## config.mk

```make
export PLATFORM = sky130hd
export DESIGN_NAME = spi_slave_top
export DESIGN_NICKNAME = d
export VERILOG_FILES = /design/src/hw/spi_cfg_pkg.sv /design/src/hw/spi_data_pkg.sv /design/src/hw/spi_channel.sv /design/src/hw/spi_config_regs.sv /design/src/hw/spi_rx_merge.sv /design/src/hw/spi_slave_top.sv
export SDC_FILE = /design/constraint.sdc
export NUM_CORES = 1
export LEC_CHECK = 0
export ABC_AREA = 1
export ABC_CLOCK_PERIOD_IN_PS = 5950
export BUFFER_PORTS_ARGS = -buffer_cell sky130_fd_sc_hd__buf_2
export CAP_MARGIN = 15
export CORE_ASPECT_RATIO = 0.6
export CORE_MARGIN = 2
export CORE_UTILIZATION = 31
export DETAILED_ROUTE_END_ITERATION = 16
export PLACE_DENSITY = 0.5
export SETUP_SLACK_MARGIN = 0.3
export SKIP_CTS_REPAIR_TIMING = 1
export SLEW_MARGIN = 20
export SYNTH_ARGS = -nofsm -noshare
export SYNTH_HDL_FRONTEND = slang
export SYNTH_SLANG_ARGS = --single-unit
```

## constraint.sdc

```tcl
create_clock -name clock -period 5.95 [get_ports clock]
set_clock_uncertainty 0.2 [all_clocks]
set_input_delay 1.4875 -clock clock [delete_from_list [all_inputs] [get_ports clock]]
set_output_delay 1.4875 -clock clock [all_outputs]
set_load 0.01 [all_outputs]
```

## src/hw/spi_cfg_pkg.sv

```systemverilog
/*
 * Bus configuration definitions: register map, configuration struct
 * and the register reset values
 */
package spi_cfg_pkg;

    localparam int CFG_ADDR_W = 2;
    localparam int CFG_DATA_W = 8;

    // Number of implemented bits in the control register
    localparam int CFG_CTRL_W = 4;

    // Longest frame the channels can shift
    localparam logic [CFG_DATA_W-1:0] CFG_LENGTH_MAX = 8'd16;

    typedef enum logic [CFG_ADDR_W-1:0] {
        CFG_CTRL   = 2'd0,
        CFG_LENGTH = 2'd1
    } cfg_reg_e;

    // Polarity is the idle SCLK level and a clear latching_edge samples on
    // the edge that leaves idle. A clear ss_polarity means active-low select
    typedef struct packed {
        logic                  clock_polarity;
        logic                  latching_edge;
        logic                  ss_polarity;
        logic                  msb_first;
        logic [CFG_DATA_W-1:0] transfer_length;
    } spi_cfg_t;

    localparam logic [CFG_CTRL_W-1:0] CFG_CTRL_RESET   = 4'b0000;
    localparam logic [CFG_DATA_W-1:0] CFG_LENGTH_RESET = 8'd16;

endpackage

```

## src/hw/spi_data_pkg.sv

```systemverilog
/*
 * Data path definitions: word width, channel count, channel states
 * and the tagged receive word
 */
package spi_data_pkg;

    // Width of the shift registers and of every received or sent word
    localparam int DATA_W = 16;

    localparam int N_CHANNELS = 2;

    // Enough bits to tag a word with its channel number
    localparam int CH_ID_W = 1;

    typedef enum logic {
        CH_IDLE   = 1'b0,
        CH_ACTIVE = 1'b1
    } chan_state_e;

    // Data is right aligned and zero filled above the transfer length
    typedef struct packed {
        logic [CH_ID_W-1:0] channel;
        logic [DATA_W-1:0]  data;
    } rx_word_t;

endpackage

```

## src/hw/spi_channel.sv

```systemverilog
/*
 * One SPI slave channel: pin synchronizers, SCLK edge classification,
 * full-duplex shift registers and frame completion
 */
`timescale 1ns/1ps

module spi_channel (
    input  logic                               clock,
    input  logic                               rst_n,
    input  spi_cfg_pkg::spi_cfg_t              cfg,
    input  logic                               sclk,
    input  logic                               ss,
    input  logic                               mosi,
    output logic                               miso,
    input  logic                               tx_load,
    input  logic [spi_data_pkg::DATA_W-1:0]    tx_data,
    output logic                               rx_valid,
    output logic [spi_data_pkg::DATA_W-1:0]    rx_data,
    output logic                               active
);

    localparam int DW = spi_data_pkg::DATA_W;

    spi_data_pkg::chan_state_e state_q;

    // Two synchronizer flops and one edge register per pin
    logic [1:0] sclk_sync, ss_sync, mosi_sync;
    logic       sclk_q, ss_q, mosi_q;

    logic [7:0]    bit_cnt_q;
    logic [DW-1:0] tx_word_q;
    logic [DW-1:0] tx_shift_q;
    logic [DW-1:0] rx_shift_q;

    logic          sclk_edge, leading, sample_edge, drive_edge;
    logic          ss_on, ss_on_q, ss_start;
    logic          frame_start, in_frame, do_sample, do_drive, frame_done;
    logic [7:0]    shift_amt;
    logic [DW-1:0] tx_aligned, tx_next, rx_next;
    logic          tx_first_bit, tx_next_bit;

    assign sclk_edge   = sclk_sync[1] ^ sclk_q;
    // An edge is leading when the new level differs from the idle level
    assign leading     = sclk_edge & (sclk_sync[1] != cfg.clock_polarity);
    assign sample_edge = sclk_edge & (leading ^ cfg.latching_edge);
    assign drive_edge  = sclk_edge & ~sample_edge;

    assign ss_on    = (ss_sync[1] == cfg.ss_polarity);
    assign ss_on_q  = (ss_q == cfg.ss_polarity);
    assign ss_start = ss_on & ~ss_on_q;

    assign frame_start = (state_q == spi_data_pkg::CH_IDLE) & ss_start;
    assign in_frame    = (state_q == spi_data_pkg::CH_ACTIVE) & ss_on;
    assign do_sample   = in_frame & sample_edge;
    // No bit moves out before the first sample has been taken
    assign do_drive    = in_frame & drive_edge & (bit_cnt_q != '0);
    assign frame_done  = do_sample & ((bit_cnt_q + 8'd1) == cfg.transfer_length);

    assign shift_amt = 8'(DW) - cfg.transfer_length;

    // MSB-first words are moved up so that bit length-1 leaves first
    assign tx_aligned   = cfg.msb_first ? (tx_word_q << shift_amt) : tx_word_q;
    assign tx_next      = cfg.msb_first ? (tx_shift_q << 1) : (tx_shift_q >> 1);
    assign tx_first_bit = cfg.msb_first ? tx_aligned[DW-1] : tx_aligned[0];
    assign tx_next_bit  = cfg.msb_first ? tx_next[DW-1] : tx_next[0];

    assign rx_next = cfg.msb_first ? {rx_shift_q[DW-2:0], mosi_q} : {mosi_q, rx_shift_q[DW-1:1]};

    assign active = (state_q == spi_data_pkg::CH_ACTIVE);

    always_ff @(posedge clock) begin
        if (!rst_n) begin
            sclk_sync <= '0;
            ss_sync   <= '0;
            mosi_sync <= '0;
            sclk_q    <= 1'b0;
            ss_q      <= 1'b0;
            mosi_q    <= 1'b0;
            state_q   <= spi_data_pkg::CH_IDLE;
            bit_cnt_q <= '0;
            rx_valid  <= 1'b0;
            miso      <= 1'b0;
            tx_word_q <= '0;
        end else begin
            sclk_sync <= {sclk_sync[0], sclk};
            ss_sync   <= {ss_sync[0], ss};
            mosi_sync <= {mosi_sync[0], mosi};
            sclk_q    <= sclk_sync[1];
            ss_q      <= ss_sync[1];
            mosi_q    <= mosi_sync[1];
            rx_valid  <= frame_done;

            if (tx_load) begin
                tx_word_q <= tx_data;
            end

            case (state_q)
                spi_data_pkg::CH_IDLE: begin
                    if (ss_start) begin
                        state_q   <= spi_data_pkg::CH_ACTIVE;
                        bit_cnt_q <= '0;
                    end
                end
                spi_data_pkg::CH_ACTIVE: begin
                    // Releasing select early drops the frame silently
                    if (!ss_on || frame_done) begin
                        state_q <= spi_data_pkg::CH_IDLE;
                    end else if (do_sample) begin
                        bit_cnt_q <= bit_cnt_q + 8'd1;
                    end
                end
                default: state_q <= spi_data_pkg::CH_IDLE;
            endcase

            if (!ss_on) begin
                miso <= 1'b0;
            end else if (frame_start) begin
                miso <= tx_first_bit;
            end else if (do_drive) begin
                miso <= tx_next_bit;
            end
        end
    end

    always_ff @(posedge clock) begin
        if (frame_start) begin
            rx_shift_q <= '0;
            tx_shift_q <= tx_aligned;
        end else begin
            if (do_sample) begin
                rx_shift_q <= rx_next;
            end
            if (do_drive) begin
                tx_shift_q <= tx_next;
            end
        end
        // LSB-first words collect at the top and are moved down on completion
        if (frame_done) begin
            rx_data <= cfg.msb_first ? rx_next : (rx_next >> shift_amt);
        end
    end

endmodule

```

## src/hw/spi_config_regs.sv

```systemverilog
/*
 * Configuration register file with write strobe and combinational readback
 */
`timescale 1ns/1ps

module spi_config_regs (
    input  logic                               clock,
    input  logic                               rst_n,
    input  logic                               cfg_write,
    input  logic [spi_cfg_pkg::CFG_ADDR_W-1:0] cfg_addr,
    input  logic [spi_cfg_pkg::CFG_DATA_W-1:0] cfg_wdata,
    output logic [spi_cfg_pkg::CFG_DATA_W-1:0] cfg_rdata,
    output spi_cfg_pkg::spi_cfg_t              cfg
);

    logic [spi_cfg_pkg::CFG_CTRL_W-1:0] ctrl_q;
    logic [spi_cfg_pkg::CFG_DATA_W-1:0] length_q;
    spi_cfg_pkg::cfg_reg_e              reg_sel;

    assign reg_sel = spi_cfg_pkg::cfg_reg_e'(cfg_addr);

    always_ff @(posedge clock) begin
        if (!rst_n) begin
            ctrl_q   <= spi_cfg_pkg::CFG_CTRL_RESET;
            length_q <= spi_cfg_pkg::CFG_LENGTH_RESET;
        end else if (cfg_write) begin
            case (reg_sel)
                spi_cfg_pkg::CFG_CTRL: ctrl_q <= cfg_wdata[spi_cfg_pkg::CFG_CTRL_W-1:0];
                spi_cfg_pkg::CFG_LENGTH: begin
                    // Lengths the shifter cannot handle fall back to a full word
                    if (cfg_wdata == '0 || cfg_wdata > spi_cfg_pkg::CFG_LENGTH_MAX) begin
                        length_q <= spi_cfg_pkg::CFG_LENGTH_MAX;
                    end else begin
                        length_q <= cfg_wdata;
                    end
                end
                default: ;
            endcase
        end
    end

    always_comb begin
        case (reg_sel)
            spi_cfg_pkg::CFG_CTRL: begin
                cfg_rdata = {{(spi_cfg_pkg::CFG_DATA_W - spi_cfg_pkg::CFG_CTRL_W){1'b0}}, ctrl_q};
            end
            spi_cfg_pkg::CFG_LENGTH: cfg_rdata = length_q;
            default:                 cfg_rdata = '0;
        endcase
    end

    assign cfg.clock_polarity  = ctrl_q[0];
    assign cfg.latching_edge   = ctrl_q[1];
    assign cfg.ss_polarity     = ctrl_q[2];
    assign cfg.msb_first       = ctrl_q[3];
    assign cfg.transfer_length = length_q;

endmodule

```

## src/hw/spi_rx_merge.sv

```systemverilog
/*
 * Merges the received words of all channels into one tagged stream
 * with fixed priority, and derives the bus idle level
 */
`timescale 1ns/1ps

module spi_rx_merge (
    input  logic                            clock,
    input  logic                            rst_n,
    input  logic [spi_data_pkg::N_CHANNELS-1:0] rx_valid,
    input  logic [spi_data_pkg::DATA_W-1:0] rx_data [spi_data_pkg::N_CHANNELS],
    input  logic [spi_data_pkg::N_CHANNELS-1:0] active,
    output logic                            out_valid,
    output spi_data_pkg::rx_word_t          out_word,
    output logic                            bus_idle
);

    logic [spi_data_pkg::N_CHANNELS-1:0] pending_q;
    logic [spi_data_pkg::DATA_W-1:0]     pend_data_q [spi_data_pkg::N_CHANNELS];
    logic [spi_data_pkg::CH_ID_W-1:0]    sel;

    // Scan from the top so that the lowest pending channel wins
    always_comb begin
        sel       = '0;
        out_valid = 1'b0;
        for (int i = spi_data_pkg::N_CHANNELS - 1; i >= 0; i--) begin
            if (pending_q[i]) begin
                sel       = spi_data_pkg::CH_ID_W'(i);
                out_valid = 1'b1;
            end
        end
    end

    assign out_word.channel = sel;
    assign out_word.data    = pend_data_q[sel];

    always_ff @(posedge clock) begin
        if (!rst_n) begin
            pending_q <= '0;
        end else begin
            for (int i = 0; i < spi_data_pkg::N_CHANNELS; i++) begin
                if (rx_valid[i]) begin
                    pending_q[i] <= 1'b1;
                end else if (out_valid && (sel == spi_data_pkg::CH_ID_W'(i))) begin
                    pending_q[i] <= 1'b0;
                end
            end
        end
    end

    always_ff @(posedge clock) begin
        for (int i = 0; i < spi_data_pkg::N_CHANNELS; i++) begin
            if (rx_valid[i]) begin
                pend_data_q[i] <= rx_data[i];
            end
        end
    end

    // The bus is idle while no channel is inside a frame
    assign bus_idle = ~|active;

endmodule

```

## src/hw/spi_slave_top.sv

```systemverilog
/*
 * Two-channel SPI slave: register file, two channels and the receive merger
 */
`timescale 1ns/1ps

module spi_slave_top (
    input  logic                                clock,
    input  logic                                rst_n,
    input  logic                                cfg_write,
    input  logic [spi_cfg_pkg::CFG_ADDR_W-1:0]  cfg_addr,
    input  logic [spi_cfg_pkg::CFG_DATA_W-1:0]  cfg_wdata,
    output logic [spi_cfg_pkg::CFG_DATA_W-1:0]  cfg_rdata,
    input  logic                                sclk,
    input  logic [spi_data_pkg::N_CHANNELS-1:0] ss,
    input  logic [spi_data_pkg::N_CHANNELS-1:0] mosi,
    output logic [spi_data_pkg::N_CHANNELS-1:0] miso,
    input  logic [spi_data_pkg::N_CHANNELS-1:0] tx_load,
    input  logic [spi_data_pkg::DATA_W-1:0]     tx_data [spi_data_pkg::N_CHANNELS],
    output logic                                out_valid,
    output spi_data_pkg::rx_word_t              out_word,
    output logic                                bus_idle
);

    spi_cfg_pkg::spi_cfg_t                cfg;
    logic [spi_data_pkg::N_CHANNELS-1:0]  rx_valid;
    logic [spi_data_pkg::DATA_W-1:0]      rx_data [spi_data_pkg::N_CHANNELS];
    logic [spi_data_pkg::N_CHANNELS-1:0]  active;

    spi_config_regs spi_config_regs_i (
        .clock     (clock),
        .rst_n     (rst_n),
        .cfg_write (cfg_write),
        .cfg_addr  (cfg_addr),
        .cfg_wdata (cfg_wdata),
        .cfg_rdata (cfg_rdata),
        .cfg       (cfg)
    );

    // Both channels share SCLK and the configuration
    spi_channel chan_0_i (
        .clock (clock), .rst_n (rst_n), .cfg (cfg), .sclk (sclk),
        .ss (ss[0]), .mosi (mosi[0]), .miso (miso[0]),
        .tx_load (tx_load[0]), .tx_data (tx_data[0]),
        .rx_valid (rx_valid[0]), .rx_data (rx_data[0]), .active (active[0])
    );

    spi_channel chan_1_i (
        .clock (clock), .rst_n (rst_n), .cfg (cfg), .sclk (sclk),
        .ss (ss[1]), .mosi (mosi[1]), .miso (miso[1]),
        .tx_load (tx_load[1]), .tx_data (tx_data[1]),
        .rx_valid (rx_valid[1]), .rx_data (rx_data[1]), .active (active[1])
    );

    spi_rx_merge spi_rx_merge_i (
        .clock     (clock),
        .rst_n     (rst_n),
        .rx_valid  (rx_valid),
        .rx_data   (rx_data),
        .active    (active),
        .out_valid (out_valid),
        .out_word  (out_word),
        .bus_idle  (bus_idle)
    );

endmodule

```

# [Word-level counts from Yosys, hierarchy flattened]
# Memory sizes are Yosys's and may differ from the RTL's.
# Index checks and enable logic that the tools add are counted.
[totals] ff_bits=182 mem_bits_rw=32 input_bits=52 output_inout_bits=29 elab_cells=157 memories=1
[mem_list] name="spi_rx_merge_i.pend_data_q" words=2 word_bits=16 rd=1 rd_clocked_by_memory_dff=0 wr=2 line_no="spi_rx_merge.sv:19" source="logic [spi_data_pkg::DATA_W-1:0] pend_data_q [spi_data_pkg::N_CHANNELS];"
[classes] n_addsub=3 order_cmp=1 n_eq_ne=15 shift=4 n_mux=47 n_bitwise=31 n_reduce_logical=23
[ops] op="$mux W16" n=12
[ops] op="$mux W8" n=7
[ops] op="$pmux W8 S2" n=3
[ops] op="$shl A16 B8 Y16" n=2
[ops] op="$shr A16 B8 Y16" n=2
[ops] op="$mux W1" n=23
[ops] op="$and A1 B1 Y1" n=20
[ops] op="$add A8 B1 Y8 const B" n=2
[ops] op="$eq A8 B8 Y1" n=2
[ops] op="$reduce_bool A8 Y1" n=2
[ops] op="$gt A8 B5 Y1 const B" n=1
[ops] op="$logic_not A8 Y1" n=1
[ops] op="$ne A2 B2 Y1 const B" n=4
[ops] op="$reduce_and A2 Y1" n=4
[ops] op="$reduce_bool A2 Y1" n=4
[ops] op="$sub A5 B8 Y8 const A" n=1
[ops] op="$not A1 Y1" n=7
[ops] op="$reduce_and A3 Y1" n=2
[ops] op="$eq A1 B1 Y1" n=4
[ops] op="$ne A2 B1 Y1 const B" n=2
[ops] op="$pmux W1 S2" n=2
[ops] op="$xor A1 B1 Y1" n=4
[ops] op="$logic_not A1 Y1" n=3
[ops] op="$logic_or A1 B1 Y1" n=3
[ops] op="5 further kinds" n=7

# [Logic depth before layout (Yosys ltp)]
[depth] word_depth=10 depth_mapped=21

# [Modules after synthesis]
# From an unflattened synthesis, not the netlist that was laid out.
[unflattened] cells_unflattened=1755 area_unflattened_um2=12679.7
[modules_own_cells] module="spi_channel" instances=2 cells_per_inst=792 area_each_um2=5368.9 seq_area_each_um2=2001.9
[modules_own_cells] module="spi_rx_merge" instances=1 cells_per_inst=98 area_each_um2=1371.3 seq_area_each_um2=1001.0
[modules_own_cells] module="spi_config_regs" instances=1 cells_per_inst=73 area_each_um2=570.5 seq_area_each_um2=240.2

# [Worst setup path before layout]
# Ideal clock, no wire load.
[synth_timing] kind="input to output" startpoint="in cfg_addr[0] in the netlist's numbering" endpoint="out cfg_rdata[2] in the netlist's numbering" arrival_ns=2.077 setup_slack_ns=2.185 stages=4 n_path_buf=0 path_cell_list="inv_1 nor2_1 clkinv_1 o21ai_0"
[synth_via] elab_chain_len=2
[synth_rtl] element="start, declared" line_no="spi_slave_top.sv:10" source="input logic [spi_cfg_pkg::CFG_ADDR_W-1:0] cfg_addr,"
[synth_rtl] element="$eq A2 B1 Y1 / $logic_not A2 Y1 (equally long branches)" line_no="spi_config_regs.sv:43" source="case (reg_sel)"
[synth_rtl] element="$pmux W8 S2 (*)" line_no="spi_config_regs.sv:43"
[synth_rtl] element="end, declared" line_no="spi_slave_top.sv:12" source="output logic [spi_cfg_pkg::CFG_DATA_W-1:0] cfg_rdata,"
# Every way passes the cells marked *; elsewhere a longest branch is shown, timed or not.

# [Final worst setup path]
[layout_timing] startpoint="reg spi_config_regs_i.ctrl_q[3] in the netlist's numbering" endpoint="out cfg_rdata[3] in the netlist's numbering"
[layout_via] elab_chain_len=1
[layout_rtl] element="start, declared" line_no="spi_config_regs.sv:16" source="logic [spi_cfg_pkg::CFG_CTRL_W-1:0] ctrl_q;"
[layout_rtl] element="start signal, assigned" line_no="spi_config_regs.sv:24" source="ctrl_q <= spi_cfg_pkg::CFG_CTRL_RESET;"
[layout_rtl] element="start signal, assigned" line_no="spi_config_regs.sv:28" source="spi_cfg_pkg::CFG_CTRL: ctrl_q <= cfg_wdata[spi_cfg_pkg::CFG_CTRL_W-1:0];"
[layout_rtl] element="$pmux W8 S2" line_no="spi_config_regs.sv:43"
# No other way between the ends.

==> flow_summary.yaml <==
sta:
  hold_viol_final: 0
  setup_viol: 0
  period_share_pct: 69.33
  slew_headroom_pct: 29.12
  max_freq_mhz: 242.4
  finalSetupTns_ns: 0
  drv_slew: 0
  worst_slew_pin_slew_ns: 1.062
  grt_setup_unrepaired: "no"
  whs_ns: 0.2127
  min_period_ns: 4.125
synthesis:
  synth_fa_ha_area_share_pct: 0.5213
  synthTopCellsByArea: "edfxtp_1 (24%), dfxtp_1 (19%), nand2_1 (12%)"
  syn_area_per_cell_um2: 7.208
  synth_edf_count: 96
  ys_seq_elements: 211
  synth-async-reset-ratio_pct: 0
  yosysSeqAreaShare_pct: 43.20
  synth_top_family_by_area: "simple AND/OR/NAND/NOR gates"
  synth_flop_cell: "dfxtp_1"
  synth_cells: 1665
  netlist.area_leader.share_pct: 24.02
  ys_types: 47
  muxShareOfSynthArea_pct: 0.08340
  syn_area_um2: 12000
  synthSimpleGateAreaFrac_pct: 28.02
  synth_xor_area_share_pct: 1.595
  synth_compound_area_share_pct: 17.71
  synth_warnings: 0
  synth_top_area_cell: "edfxtp_1"
  synthesis.nets: 1722
global_routing:
  grt_pass1_wl_um: 61020
  grt_overflow: 0
  grt_max_degree: 81
  antenna_found_initial: 0
  first_global_vias: 10260
  grt_usage_pct: 19.25
floorplanning:
  ios: 81
  start_util_pct: 31.65
  dieArea_um2: 40360
  die_h_um: 156.4
  rows: 55
  core-area_um2: 37920
  die_w_um: 258.0
power:
  switching_share_pct: 30.91
  power_density_nw_per_um2: 285.8
  p_int_uw: 2651
  p_leak_uw: 0.005485
  seqPwrFrac_pct: 42.8
  clkPwrFrac_pct: 38.6
  p_comb_share_pct: 18.7
  p_sw_uw: 1186
  vdd_drop_max_uv: 159.1
setup_path:
  critical_path_required_ns: 4.26
  cpLargestDelayFamily: "buffers and inverters"
  worstPathMaxFanout: 67
  cp_slowest_stage_delay_ns: 0.59
  worstPathCellList: "buf_4, inv_1, o22ai_1, buf_2"
  cpMaxStageDelayCell: "inv_1"
  cp_num_buf_inv: 3
  worstSetupPathType: "reg -> out"
  critPathLaunchType: "flip-flop"
  crit_path_end_kind: "output port"
  crit_arrival_ns: 2.44
cells_and_area:
  fin_cells: 2208
  drive_gt1_share_pct: 9.853
  nets: 1734
  multiInputGateArea_um2: 5768
  fillers: 4063
  seq_area_um2: 5187
  num_antenna_cells: 0
  syn2layout_area_growth_pct: 11.85
routing:
  met2WireLength_um: 14540
  drc: 0
  met3WireLength_um: 3267
  met1_length_um: 21080
  drt_wl_total_um: 39410
  drt_iter0_markers: 1308
  via_per_inst: 5.226
  wl_per_cell_um: 17.85
  dr.pass1.iters: 8
  drtAntennaViolNets: 0
  highest_layer: "met4"
  dr_total_vias: 11540
clocking:
  numCtsBuffers: 24
  clk_pin_slew_ns: 0.06
  root_buffer: "clkbuf_16"
  clk_latency_ns: 0.54
  cts.htree.levels: 1
  cts_sinks: 211
  cts.path.max_buffers: 3
  cts_tree: "built"
place:
  portBuffers: 80
  dp.cells: 2164
  gp_congestion: 0.9071
  dp_hpwl_um: 27480
status:
  status: "complete, no violations"
flow_run:
  maxCapViolCount: 0
worst_hold_path:
  hp-class: "reg -> reg"
[synthesized netlist by cell type, types with 6 or more instances]
master / number
nand2_1: 370
buf_6: 8
o21ai_0: 160
o22ai_1: 33
edfxtp_1: 96
inv_1: 135
o211ai_1: 25
buf_4: 9
clkbuf_1: 62
dfxtp_1: 115
nand3_1: 220
or2_2: 8
nand4_1: 9
nor2_1: 143
nor3_1: 7
buf_1: 18
a21oi_1: 136
xor2_1: 15
buf_2: 12
inv_2: 6
o21ai_1: 22
[final cells by class]
class,count,area share (%)
multi-input combinational,1200,42.97
tap,513,4.781
timing repair buffer,96,3.877
inverter,144,4.026
clock buffer,35,5.173
sequential,211,38.64
clock inverter,9,0.5313
[stage by stage]
step                setup slack (ns)  util, %  power (uW)  instance area [um^2]
detailed placement             1.930    33.38        2371                 12660
floorplan                      2.185        -        2179                 12000
finish                         1.825    35.40        3837                 13420
CTS                            1.787    35.40        3864                 13420
global placement               1.989    33.37        2370                 12650
global route                   1.643    35.40        4022                 13420
[per-layer routing]
layer,up-vias,GRT usage [%]
met4,0,3.055
met3,29,3.968
li1,5664,-
met2,427,24.80
met1,5419,31.91
met5,-,0
[worst register-to-register path: cells and delay by family (launching register included)]
kind	cells	cell delay (ns)
flops	1	0.31
compound gates	3	0.34
buf+inv	5	1.90
simple gates	4	0.69
[power by group through the flow]
stage                     Sequential [uW]  Combinational, uW  Clock [uW]
after global routing                 1650                801        1570
after detailed placement             1670                700           0
after CTS                            1640                703        1520
after global placement               1670                699           0
after floorplan                      1640                534           0
final                                1640                716        1480
[cells in the final DEF (no fill, tap or decap), drive strengths merged, types with 5 or more instances in the layout]
cell type  instances
a211oi             5
a21oi            136
buf               96
clkbuf            35
clkinv            10
dfxtp            115
edfxtp            96
ha                 5
inv              142
nand2            373
nand3            222
nand4             10
nor2             150
nor3               9
o211ai            28
o21ai            182
o22ai             33
or2               11
xnor2              6
xor2              15
[path summary, 6_finish.rpt]
path	startpoint	end	slack, ns	depth (start not counted)
worst max-delay path	spi_config_regs_i.ctrl_q[3]	cfg_rdata[3]	1.82	4
worst min-delay path	chan_0_i.mosi_sync[0]	chan_0_i.mosi_sync[1]	0.21	2
worst max register to register	spi_config_regs_i.ctrl_q[3]	chan_0_i.tx_shift_q[15]	2.35	12
worst min register to register	chan_0_i.mosi_sync[0]	chan_0_i.mosi_sync[1]	0.21	2
[flip-flops by register name, summed over array words and instances, names as in the netlist, 4 cells and up]
signal                      cells
spi_rx_merge_i.pend_data_q     32
chan_0_i.rx_data               16
chan_0_i.rx_shift_q            16
chan_0_i.tx_shift_q            16
chan_0_i.tx_word_q             16
chan_1_i.rx_data               16
chan_1_i.rx_shift_q            16
chan_1_i.tx_shift_q            16
chan_1_i.tx_word_q             16
chan_0_i.bit_cnt_q              8
chan_1_i.bit_cnt_q              8
spi_config_regs_i.length_q      8
spi_config_regs_i.ctrl_q        4
[cells by family (layout without fill, tap and decap cells)]
kind of cell	Yosys count	count (layout)
XOR/XNOR	21	21
adder cells (fa/ha/maj)	5	5
flip-flops	211	211
AO/OA/AOI/OAI	392	392
AND/OR/NAND/NOR	781	781
buffers and inverters	254	284
multiplexers	1	1
No activity file was read; power rests on OpenSTA's default activity.
